--- src/common/dma_fifo_pkg.sv ---
/*
  Shared widths and strobe bundles for the SCSI DMA data FIFO.
  Modules refer to these by scoped names through dma_fifo_pkg::
*/
package dma_fifo_pkg;

  // Data path widths
  localparam int word_w    = 32;
  localparam int byte_w    = 8;
  localparam int num_lanes = word_w / byte_w;  // Four byte lanes
  localparam int count_w   = 4;                // Holds 0 to 8

  typedef logic [word_w-1:0]    fifo_word_t;   // Long word in and out
  typedef logic [byte_w-1:0]    fifo_byte_t;   // One lane value
  typedef logic [1:0]           byte_ptr_t;    // 0 = most significant byte
  typedef logic [num_lanes-1:0] lane_we_t;     // Bit 3 is the top lane
  typedef logic [count_w-1:0]   fifo_count_t;  // Occupancy

  // Write side strobes from the CPU and SCSI state machines
  typedef struct packed {
    logic ld_lower_word;  // CPU loads lanes 1 and 0
    logic ld_upper_word;  // CPU loads lanes 3 and 2
    logic ld_byte;        // SCSI loads the lane under the byte pointer
    logic inc_byte_ptr;   // Step to the next byte
    logic inc_next_in;    // Advance the write entry
  } fifo_wr_req_t;

  // Write to the $0C control register
  typedef struct packed {
    logic acr_wr;   // Register write strobe
    logic addr_0c;  // Address decode hit
    logic mid25;    // Start on the upper half
  } fifo_acr_wr_t;

  // Read side strobes
  typedef struct packed {
    logic inc_fifo;      // One more entry held
    logic dec_fifo;      // One entry taken
    logic inc_next_out;  // Advance the read entry
  } fifo_rd_req_t;

endpackage

--- src/source/fifo_write_port.sv ---
/*
  Write side of the DMA FIFO. Keeps the SCSI byte pointer and the
  next-in entry, and turns word and byte strobes into lane enables.
*/
`timescale 1ns/1ns

module fifo_write_port #(
  parameter int ptr_w = 3
) (
  input  logic                        LLWS,
  input  logic                        rst_n,
  input  logic                        rst_fifo_n,
  input  dma_fifo_pkg::fifo_wr_req_t  wr_req,
  input  dma_fifo_pkg::fifo_acr_wr_t  acr,
  output dma_fifo_pkg::lane_we_t      lane_we,
  output logic [ptr_w-1:0]            wr_ptr,
  output dma_fifo_pkg::byte_ptr_t     byte_ptr,
  output logic                        bo_eq0,   // First byte
  output logic                        bo_eq3    // Last byte
);

  logic clr;         // Either reset clears the pointers
  logic acr_preset;  // $0C write loads the byte pointer

  assign clr        = !rst_n || !rst_fifo_n;
  assign acr_preset = acr.acr_wr && acr.addr_0c;

  // Byte pointer
  // A preset wins over an increment in the same cycle
  always_ff @(posedge LLWS) begin
    if (clr) begin
      byte_ptr <= '0;
    end else if (acr_preset) begin
      byte_ptr <= acr.mid25 ? 2'd2 : 2'd0;  // Upper half starts at byte 2
    end else if (wr_req.inc_byte_ptr) begin
      byte_ptr <= byte_ptr + 2'd1;          // Wraps 3 to 0
    end
  end

  assign bo_eq0 = (byte_ptr == 2'd0);
  assign bo_eq3 = (byte_ptr == 2'd3);

  // Next-in entry, modulo depth
  always_ff @(posedge LLWS) begin
    if (clr) begin
      wr_ptr <= '0;
    end else if (wr_req.inc_next_in) begin
      wr_ptr <= wr_ptr + 1'b1;
    end
  end

  // Lane enables in big-endian order
  always_comb begin
    lane_we = '0;
    if (wr_req.ld_lower_word) begin
      lane_we[1:0] = 2'b11;
    end
    if (wr_req.ld_upper_word) begin
      lane_we[3:2] = 2'b11;
    end
    if (wr_req.ld_byte) begin
      lane_we[2'd3 - byte_ptr] = 1'b1;  // Pointer 0 hits lane 3
    end
  end

  // SCSI byte loads and CPU word loads never overlap
  a_byte_vs_word : assert property (
    @(posedge LLWS) disable iff (!rst_n)
    wr_req.ld_byte |-> !(wr_req.ld_lower_word || wr_req.ld_upper_word)
  ) else $error("ld_byte together with a word load");

endmodule

--- src/source/fifo_byte_lane.sv ---
/*
  One 8-bit lane of the FIFO storage. Written at wr_ptr on LLWS when
  enabled, read combinationally at rd_ptr. Four lanes form the buffer.
*/
`timescale 1ns/1ns

module fifo_byte_lane #(
  parameter int ptr_w = 3
) (
  input  logic                      LLWS,
  input  logic                      we,      // Lane write enable
  input  logic [ptr_w-1:0]          wr_ptr,  // Next in
  input  logic [ptr_w-1:0]          rd_ptr,  // Next out
  input  dma_fifo_pkg::fifo_byte_t  d,
  output dma_fifo_pkg::fifo_byte_t  q
);

  localparam int depth = 1 << ptr_w;

  dma_fifo_pkg::fifo_byte_t mem [depth];  // Contents not cleared

  // Only this lane's byte changes on a write
  always_ff @(posedge LLWS) begin
    if (we) begin
      mem[wr_ptr] <= d;
    end
  end

  assign q = mem[rd_ptr];  // Async read, no output register

endmodule

--- src/source/fifo_read_port.sv ---
/*
  Read side of the DMA FIFO. Next-out entry, occupancy count with
  registered full and empty flags, and the output word from the lanes.
*/
`timescale 1ns/1ns

module fifo_read_port #(
  parameter int ptr_w = 3
) (
  input  logic                                              LLWS,
  input  logic                                              rst_n,
  input  logic                                              rst_fifo_n,
  input  dma_fifo_pkg::fifo_rd_req_t                        rd_req,
  input  dma_fifo_pkg::fifo_byte_t [dma_fifo_pkg::num_lanes-1:0] lane_q,
  output logic [ptr_w-1:0]                                  rd_ptr,
  output dma_fifo_pkg::fifo_word_t                          od,
  output logic                                              fifo_full,
  output logic                                              fifo_empty
);

  localparam dma_fifo_pkg::fifo_count_t depth = dma_fifo_pkg::fifo_count_t'(1 << ptr_w);

  logic                      clr;
  dma_fifo_pkg::fifo_count_t count;      // Entries held
  dma_fifo_pkg::fifo_count_t count_nxt;

  assign clr = !rst_n || !rst_fifo_n;

  // Next-out entry, modulo depth
  always_ff @(posedge LLWS) begin
    if (clr) begin
      rd_ptr <= '0;
    end else if (rd_req.inc_next_out) begin
      rd_ptr <= rd_ptr + 1'b1;
    end
  end

  // Up and down together cancel out
  always_comb begin
    case ({rd_req.inc_fifo, rd_req.dec_fifo})
      2'b10:   count_nxt = count + 1'b1;
      2'b01:   count_nxt = count - 1'b1;
      default: count_nxt = count;
    endcase
  end

  // Flags follow the next count so they line up with count
  always_ff @(posedge LLWS) begin
    if (clr) begin
      count      <= '0;
      fifo_full  <= 1'b0;
      fifo_empty <= 1'b1;
    end else begin
      count      <= count_nxt;
      fifo_full  <= (count_nxt == depth);
      fifo_empty <= (count_nxt == '0);
    end
  end

  // Lane 3 is the most significant byte
  assign od = {lane_q[3], lane_q[2], lane_q[1], lane_q[0]};

  // No back-pressure in hardware, so the FSMs must respect the flags
  a_no_overflow : assert property (
    @(posedge LLWS) disable iff (clr)
    (rd_req.inc_fifo && !rd_req.dec_fifo) |-> !fifo_full
  ) else $error("inc_fifo while full");

  a_no_underflow : assert property (
    @(posedge LLWS) disable iff (clr)
    (rd_req.dec_fifo && !rd_req.inc_fifo) |-> !fifo_empty
  ) else $error("dec_fifo while empty");

endmodule

--- src/source/dma_fifo.sv ---
/*
  Top level of the 32-byte DMA data FIFO. Write port, four byte lanes
  and read port, all on LLWS. Strobes come straight from the bus FSMs.
*/
`timescale 1ns/1ns

module dma_fifo #(
  parameter int ptr_w = 3  // Eight entries by default
) (
  input  logic                        LLWS,
  input  logic                        rst_n,
  input  logic                        rst_fifo_n,  // FIFO only clear
  input  dma_fifo_pkg::fifo_wr_req_t  wr_req,
  input  dma_fifo_pkg::fifo_acr_wr_t  acr,
  input  dma_fifo_pkg::fifo_rd_req_t  rd_req,
  input  dma_fifo_pkg::fifo_word_t    id,
  output dma_fifo_pkg::fifo_word_t    od,
  output logic                        fifo_full,
  output logic                        fifo_empty,
  output dma_fifo_pkg::byte_ptr_t     byte_ptr,
  output logic                        bo_eq0,
  output logic                        bo_eq3
);

  dma_fifo_pkg::lane_we_t                               lane_we;  // Per lane enables
  logic [ptr_w-1:0]                                     wr_ptr;   // Next in
  logic [ptr_w-1:0]                                     rd_ptr;   // Next out
  dma_fifo_pkg::fifo_byte_t [dma_fifo_pkg::num_lanes-1:0] lane_q;

  // Byte pointer, next-in counter and lane decode
  fifo_write_port #(
    .ptr_w (ptr_w)
  ) u_write_port (
    .LLWS       (LLWS),
    .rst_n      (rst_n),
    .rst_fifo_n (rst_fifo_n),
    .wr_req     (wr_req),
    .acr        (acr),
    .lane_we    (lane_we),
    .wr_ptr     (wr_ptr),
    .byte_ptr   (byte_ptr),
    .bo_eq0     (bo_eq0),
    .bo_eq3     (bo_eq3)
  );

  // Lane i stores byte i of id
  for (genvar i = 0; i < dma_fifo_pkg::num_lanes; i++) begin : g_lane
    fifo_byte_lane #(
      .ptr_w (ptr_w)
    ) u_lane (
      .LLWS   (LLWS),
      .we     (lane_we[i]),
      .wr_ptr (wr_ptr),
      .rd_ptr (rd_ptr),
      .d      (id[dma_fifo_pkg::byte_w*i +: dma_fifo_pkg::byte_w]),
      .q      (lane_q[i])
    );
  end

  // Next-out counter, occupancy and output word
  fifo_read_port #(
    .ptr_w (ptr_w)
  ) u_read_port (
    .LLWS       (LLWS),
    .rst_n      (rst_n),
    .rst_fifo_n (rst_fifo_n),
    .rd_req     (rd_req),
    .lane_q     (lane_q),
    .rd_ptr     (rd_ptr),
    .od         (od),
    .fifo_full  (fifo_full),
    .fifo_empty (fifo_empty)
  );

endmodule

--- config.mk ---
export PLATFORM = sky130hd
export DESIGN_NAME = dma_fifo
export DESIGN_NICKNAME = d
export VERILOG_FILES = /design/src/common/dma_fifo_pkg.sv /design/src/source/fifo_write_port.sv /design/src/source/fifo_byte_lane.sv /design/src/source/fifo_read_port.sv /design/src/source/dma_fifo.sv
export SDC_FILE = /design/constraint.sdc
export NUM_CORES = 1
export LEC_CHECK = 0
export BUFFER_PORTS_ARGS = -buffer_cell sky130_fd_sc_hd__buf_2
export CORE_ASPECT_RATIO = 1.25
export CORE_MARGIN = 2
export CORE_UTILIZATION = 35
export DETAILED_ROUTE_END_ITERATION = 8
export GPL_TIMING_DRIVEN = 0
export PLACE_DENSITY = 0.57
export SYNTH_ARGS = -nofsm -noshare
export SYNTH_HDL_FRONTEND = slang
export SYNTH_HIERARCHICAL = 1
export SYNTH_SLANG_ARGS = --single-unit
--- constraint.sdc ---
create_clock -name LLWS -period 6.35 [get_ports LLWS]
set_input_delay 1.27 -clock LLWS [delete_from_list [all_inputs] [get_ports LLWS]]
set_output_delay 1.27 -clock LLWS [all_outputs]
set_load 0.005 [all_outputs]
---- Word level (Yosys, flattened, before mapping) ----
Memory sizes are Yosys's and may differ from the RTL's. A register that Yosys moved wholly into a read port is not among the register bits.
Cells that the tools add are included.
W data, S select, Z words.
storage, ports and cells
  bits in latches ......................... 0
  word-level logic and storage cells ...... 56
  bits in read-only memories .............. 0
  output and inout port bits .............. 38
  input port bits ......................... 46
  bits in registers ....................... 14
  memories ................................ 4
  memory bits (writable) .................. 256
memory list
  name                  depth  bits a word  rd ports  clocked after Yosys merged registers in  wr ports  RTL line              text
  g_lane[0].u_lane.mem  8      8            1         1                                        1         fifo_byte_lane.sv:20  dma_fifo_pkg::fifo_byte_t mem [depth];
  g_lane[1].u_lane.mem  8      8            1         1                                        1         fifo_byte_lane.sv:20
  g_lane[2].u_lane.mem  8      8            1         1                                        1         fifo_byte_lane.sv:20
  g_lane[3].u_lane.mem  8      8            1         1                                        1         fifo_byte_lane.sv:20
cells by class
  bitwise gates (word level) .............. 1
  $add $sub $neg .......................... 6
  mux-type cells .......................... 25
  div/mod/pow operators ................... 0
  multiply operators ...................... 0
  equal/unequal tests ..................... 4
  magnitude comparators ................... 2
  reduce and logical (&&, ||, !) cells .... 8
  shift operators ......................... 0
operators by type and width
  cell                   count
  $mux W3                8
  $mux W2                5
  $mux W1                9
  $pmux W4 S2            1
  $add A3 B1 Y3 const B  2
  $add A4 B1 Y4 const B  1
  $eq A2 B2 Y1 const B   2
  $eq A4 B4 Y1 const B   1
  $logic_not A4 Y1       1
  $mux W4                1
  $or A4 B4 Y4           1
  $sub A4 B1 Y4 const B  1
  $lt A2 B3 Y1 const B   1
  $add A2 B1 Y2 const B  1
  $demux W1 S2           1
  $eq A2 B1 Y1 const B   1
  $ge A2 B1 Y1 const B   1
  $logic_and A1 B1 Y1    2
  $logic_not A1 Y1       2
  $logic_not A2 Y1       1
  $reduce_bool A2 Y1     1
  $sub A2 B2 Y2 const A  1
  $logic_or A1 B1 Y1     1

---- Longest topological paths before layout ----
  word-level depth ........................ 9
  mapped depth ............................ 8
  depth with buffers taken out ............ 8

---- Hierarchy ----
The synthesis kept the hierarchy.
modules (own cells, without submodules)
  module           cells an instance  instances  area an instance (um^2)  sequential area each (um^2)
  fifo_byte_lane   106                4          2531.2                   1921.8
  fifo_read_port   86                 1          758.2                    180.2
  fifo_write_port  30                 1          304.0                    100.1

---- Worst setup path before layout ----
OpenSTA, ideal clock, no wires.
  path kind ............................... in2reg
  start point ............................. in rd_req[2] in the netlist's numbering
  end point ............................... reg u_read_port.fifo_empty
  stages on the path ...................... 8
  setup time .............................. 0.093 ns
  data arrival time ....................... 2.864 ns
  path slack .............................. 3.393 ns
  buffers on the path ..................... 0
  required time ........................... 6.257 ns
  cells stage by stage .................... inv_1 ha_1 xor2_1 ha_1 a21oi_2 mux2_4 mux2_4 o311ai_2
between the ends
  longest elaborated chain between the ends .. 3
  elaborated cells on any way between the ends .. 4
  classes of those cells .................. eq/ne (2); mux (1); reduce/logical (1)
ends and longest elaborated chain
  what                                                 RTL line              text
  start: declaration                                   dma_fifo.sv:15        input dma_fifo_pkg::fifo_rd_req_t rd_req,
  $eq A2 B1 Y1 / $eq A2 B2 Y1 (equally long branches)  fifo_read_port.sv:40  case ({rd_req.inc_fifo, rd_req.dec_fifo})
  $pmux W4 S2 (*)                                      fifo_read_port.sv:40
  $logic_not A4 Y1 (*)                                 fifo_read_port.sv:56  fifo_empty <= (count_nxt == '0);
  end signal: assignment                               fifo_read_port.sv:56
  end: declaration                                     fifo_read_port.sv:18  output logic fifo_empty
Every way passes the cells marked *; elsewhere a longest branch is shown, timed or not.
A chain may end at the register's enable or synchronous reset.

==> results.py <==
metrics = {
    "run_status": {
        "status": "finished, final reports clean",
    },
    "layout": {
        "fillers": 2831,
        "drive_above_1_share_pct": 32.79,
        "n_antenna_cell": 0,
        "multi_input_area_um2": 2808,
        "regArea_um2": 7968,
        "syn_to_final_growth_pct": 16.74,
        "final_nets": 706,
    },
    "floorplanning": {
        "die_w_um": 163.9,
        "core_area_um2": 31600,
        "row_count": 73,
        "start_util_pct": 35.40,
        "die_h_um": 203.9,
        "ios": 84,
        "fp.dieArea_um2": 33420,
    },
    "synth": {
        "yosysMostFrequentCell": "edfxtp_1",
        "synth_compound_area_share_pct": 1.141,
        "synth_seq_cells": 270,
        "syn_nets": 595,
        "synth_fa_ha_area_share_pct": 1.007,
        "synth_edf_count": 256,
        "seq_area_frac_synth_pct": 71.22,
        "syn_inst": 540,
        "yosysTopAreaCell": "edfxtp_1",
        "synthSimpleGateAreaFrac_pct": 3.478,
        "yosysWarnings": 6,
        "synth_cell_type_count": 40,
        "netlist.area_leader.share_pct": 68.72,
        "syn_area_um2": 11190,
        "postSynthAreaPerCell_um2": 20.72,
        "yosys-top-cells-area": "edfxtp_1 (69%), mux4_1 (14%), mux2_2 (3.2%), dfxtp_1 (2.5%), buf_4 (2.1%)",
        "muxShareOfSynthArea_pct": 18.75,
        "synth_xor_area_share_pct": 0.5480,
        "synth_top_family_by_area": "multiplexers",
        "synth-main-ff-cell": "edfxtp_1",
        "synthArstFlopShare_pct": 0,
        "synthTopCellsByCount": "edfxtp_1 (256), mux4_1 (60), nor2_1 (34)",
    },
    "detailed_routing": {
        "routed_wl_mm": 20.98,
        "routedWlPerCell_um": 19.37,
        "postRouteAntennaNets": 0,
        "num_vias": 5287,
        "via_per_inst": 4.882,
        "drt-initial-drc-count": 323,
        "first_pass_iters": 4,
        "drc": 0,
    },
    "sta": {
        "period_needed_ps": 3935,
        "worstMarginPinSlew_ps": 1328,
        "rsz0062_at_grt": "no",
        "slew_viol_final": 0,
        "setup_viol": 0,
        "relSlewSlack_pct": 10.77,
        "fin_skew_ps": 6.994,
        "tns_ps": 0,
        "max_freq_mhz": 254.1,
        "min_period_over_period_pct": 61.97,
        "finalHoldViolCount": 0,
    },
    "clocking": {
        "cts_tree": "built",
        "ctsLongestPathBuffers": 3,
        "post_cts_resized": 0,
        "post_cts_buffers": 0,
        "cts_hold_buf": 0,
        "cts_sinks": 270,
        "clk_latency_ps": 530,
        "root_buffer": "clkbuf_16",
        "htree_levels": 1,
        "cts_made_buffers": 26,
        "clk_pin_slew_ps": 60,
    },
    "place": {
        "place_congestion": 0.7563,
        "portBuffers": 83,
        "place_hpwl_mm": 13.98,
    },
    "grt": {
        "grt_usage_pct": 12.69,
        "grt_overflow_total": 0,
        "antenna_found_initial": 3,
        "grt_max_degree": 23,
        "grt_pass1_vias": 5692,
        "grt_pass1_wl_mm": 31.83,
    },
    "critical_path": {
        "cp-end-kind": "output pin",
        "critical_path_class": "reg2out",
        "worst_ep_arrival_time_ps": 2670,
        "r2r_cells": 5,
        "critPathRequiredTime_ps": 5080,
        "cp_max_fo": 10,
        "cp-start-kind": "flip-flop",
    },
    "flow_run": {
        "max_cap_viol_count": 0,
    },
    "pwr": {
        "ir_drop_mv": 0.2020,
        "total_power_mw": 3.817,
        "powerDensity_nw_per_um2": 292.3,
        "power.leakage_nw": 4.455,
    },
    "worst_hold_path": {
        "worst_hold_path_type": "reg2reg",
        "whs_path_depth": 2,
    },
}
==> worst paths after layout <==
path	to	slack, ps	from
setup / recovery	od[0]	2410	u_read_port/rd_ptr[2]
hold / removal	u_read_port/count[3]	550	u_read_port/count[3]
setup reg to reg	g_lane[3].u_lane/mem[0][3]	3920	u_write_port/byte_ptr[0]
hold reg to reg	u_read_port/count[3]	550	u_read_port/count[3]
==> cell type report <==
class	count	area share [%]
sequential	270	61.01
clock buffer	33	5.576
buffer	53	3.219
multi-input combinational	214	21.50
clock inverter	15	1.485
tap	412	3.947
timing repair buffer	83	3.181
inverter	3	0.08622
==> worst max-delay path, stage by stage, from the launching register on <==
cell	delay [ps]
dfxtp_1	490
clkbuf_1	380
buf_2	360
mux4_2	340
mux2_2	310
buf_4	140
buf_2	120
==> state kept, by name, indices dropped and copies added (netlist names) <==
name / cells
u_read_port/fifo_empty: 1
g_lane.u_lane/mem: 256
u_read_port/rd_ptr: 3
u_read_port/count: 4
u_write_port/byte_ptr: 2
u_read_port/fifo_full: 1
u_write_port/wr_ptr: 3
==> cells in the final DEF, fill, tap and decap left out, drive strengths merged, types with 3 or more instances in the layout <==
| cell type | netlist | final |
|---|---|---|
| edfxtp | 256 | 256 |
| buf | 49 | 132 |
| mux4 | 64 | 64 |
| clkbuf | 4 | 37 |
| nor2 | 34 | 34 |
| mux2 | 34 | 34 |
| dfxtp | 14 | 14 |
| nand2 | 13 | 13 |
| nand2b | 12 | 12 |
| ha | 9 | 9 |
| nor3 | 8 | 8 |
| clkinv | 0 | 7 |
| inv | 3 | 5 |
| bufinv | 0 | 4 |
| mux2i | 4 | 4 |
| nor3b | 4 | 4 |
| xnor2 | 4 | 4 |
| a21o | 4 | 4 |
| a21oi | 4 | 4 |
| xor2 | 3 | 3 |
==> per-stage QoR <==
stage / worst slack [ps] / util, % / hold slack, ps / cell area (um^2) / cells
floorplan: 3393 / - / 499.7 / 11190 / 540
global placement: 2931 / 38.34 / 513.0 / 12120 / 1035
detailed placement: 2905 / 38.38 / 539.6 / 12130 / 1035
CTS: 2324 / 41.29 / 549.3 / 13050 / 1083
global route: 2267 / 41.33 / 589.1 / 13060 / 1083
finish: 2415 / 41.33 / 554.7 / 13060 / 1083
==> per-layer routing <==
layer / vias up / part of all wire (%) / global-route usage (%) / routed length (um)
met5: - / 0.21 / 0 / 44
met4: 6 / 3.0 / 4.386 / 635
met3: 52 / 4.6 / 2.131 / 975
met2: 126 / 52 / 23.12 / 10980
met1: 2677 / 40 / 15.06 / 8350
li1: 2426 / - / - / -
==> logic make-up (layout without fill, tap and decap cells) <==
group | after synthesis | after routing
xor gates and xnor gates | 7 | 7
AOI/OAI and AO/OA | 16 | 16
adders and majority gates | 9 | 9
and+or+nand+nor | 80 | 80
muxes | 102 | 102
DFF | 270 | 270
buffers and inverters | 56 | 187
==> where the power goes <==
part	internal (mW)	switching, mW
Clock	0.979	0.634
Sequential	1.98	0.0116
Combinational	0.117	0.0991
Note: power is estimated with default switching activity, not from simulation.
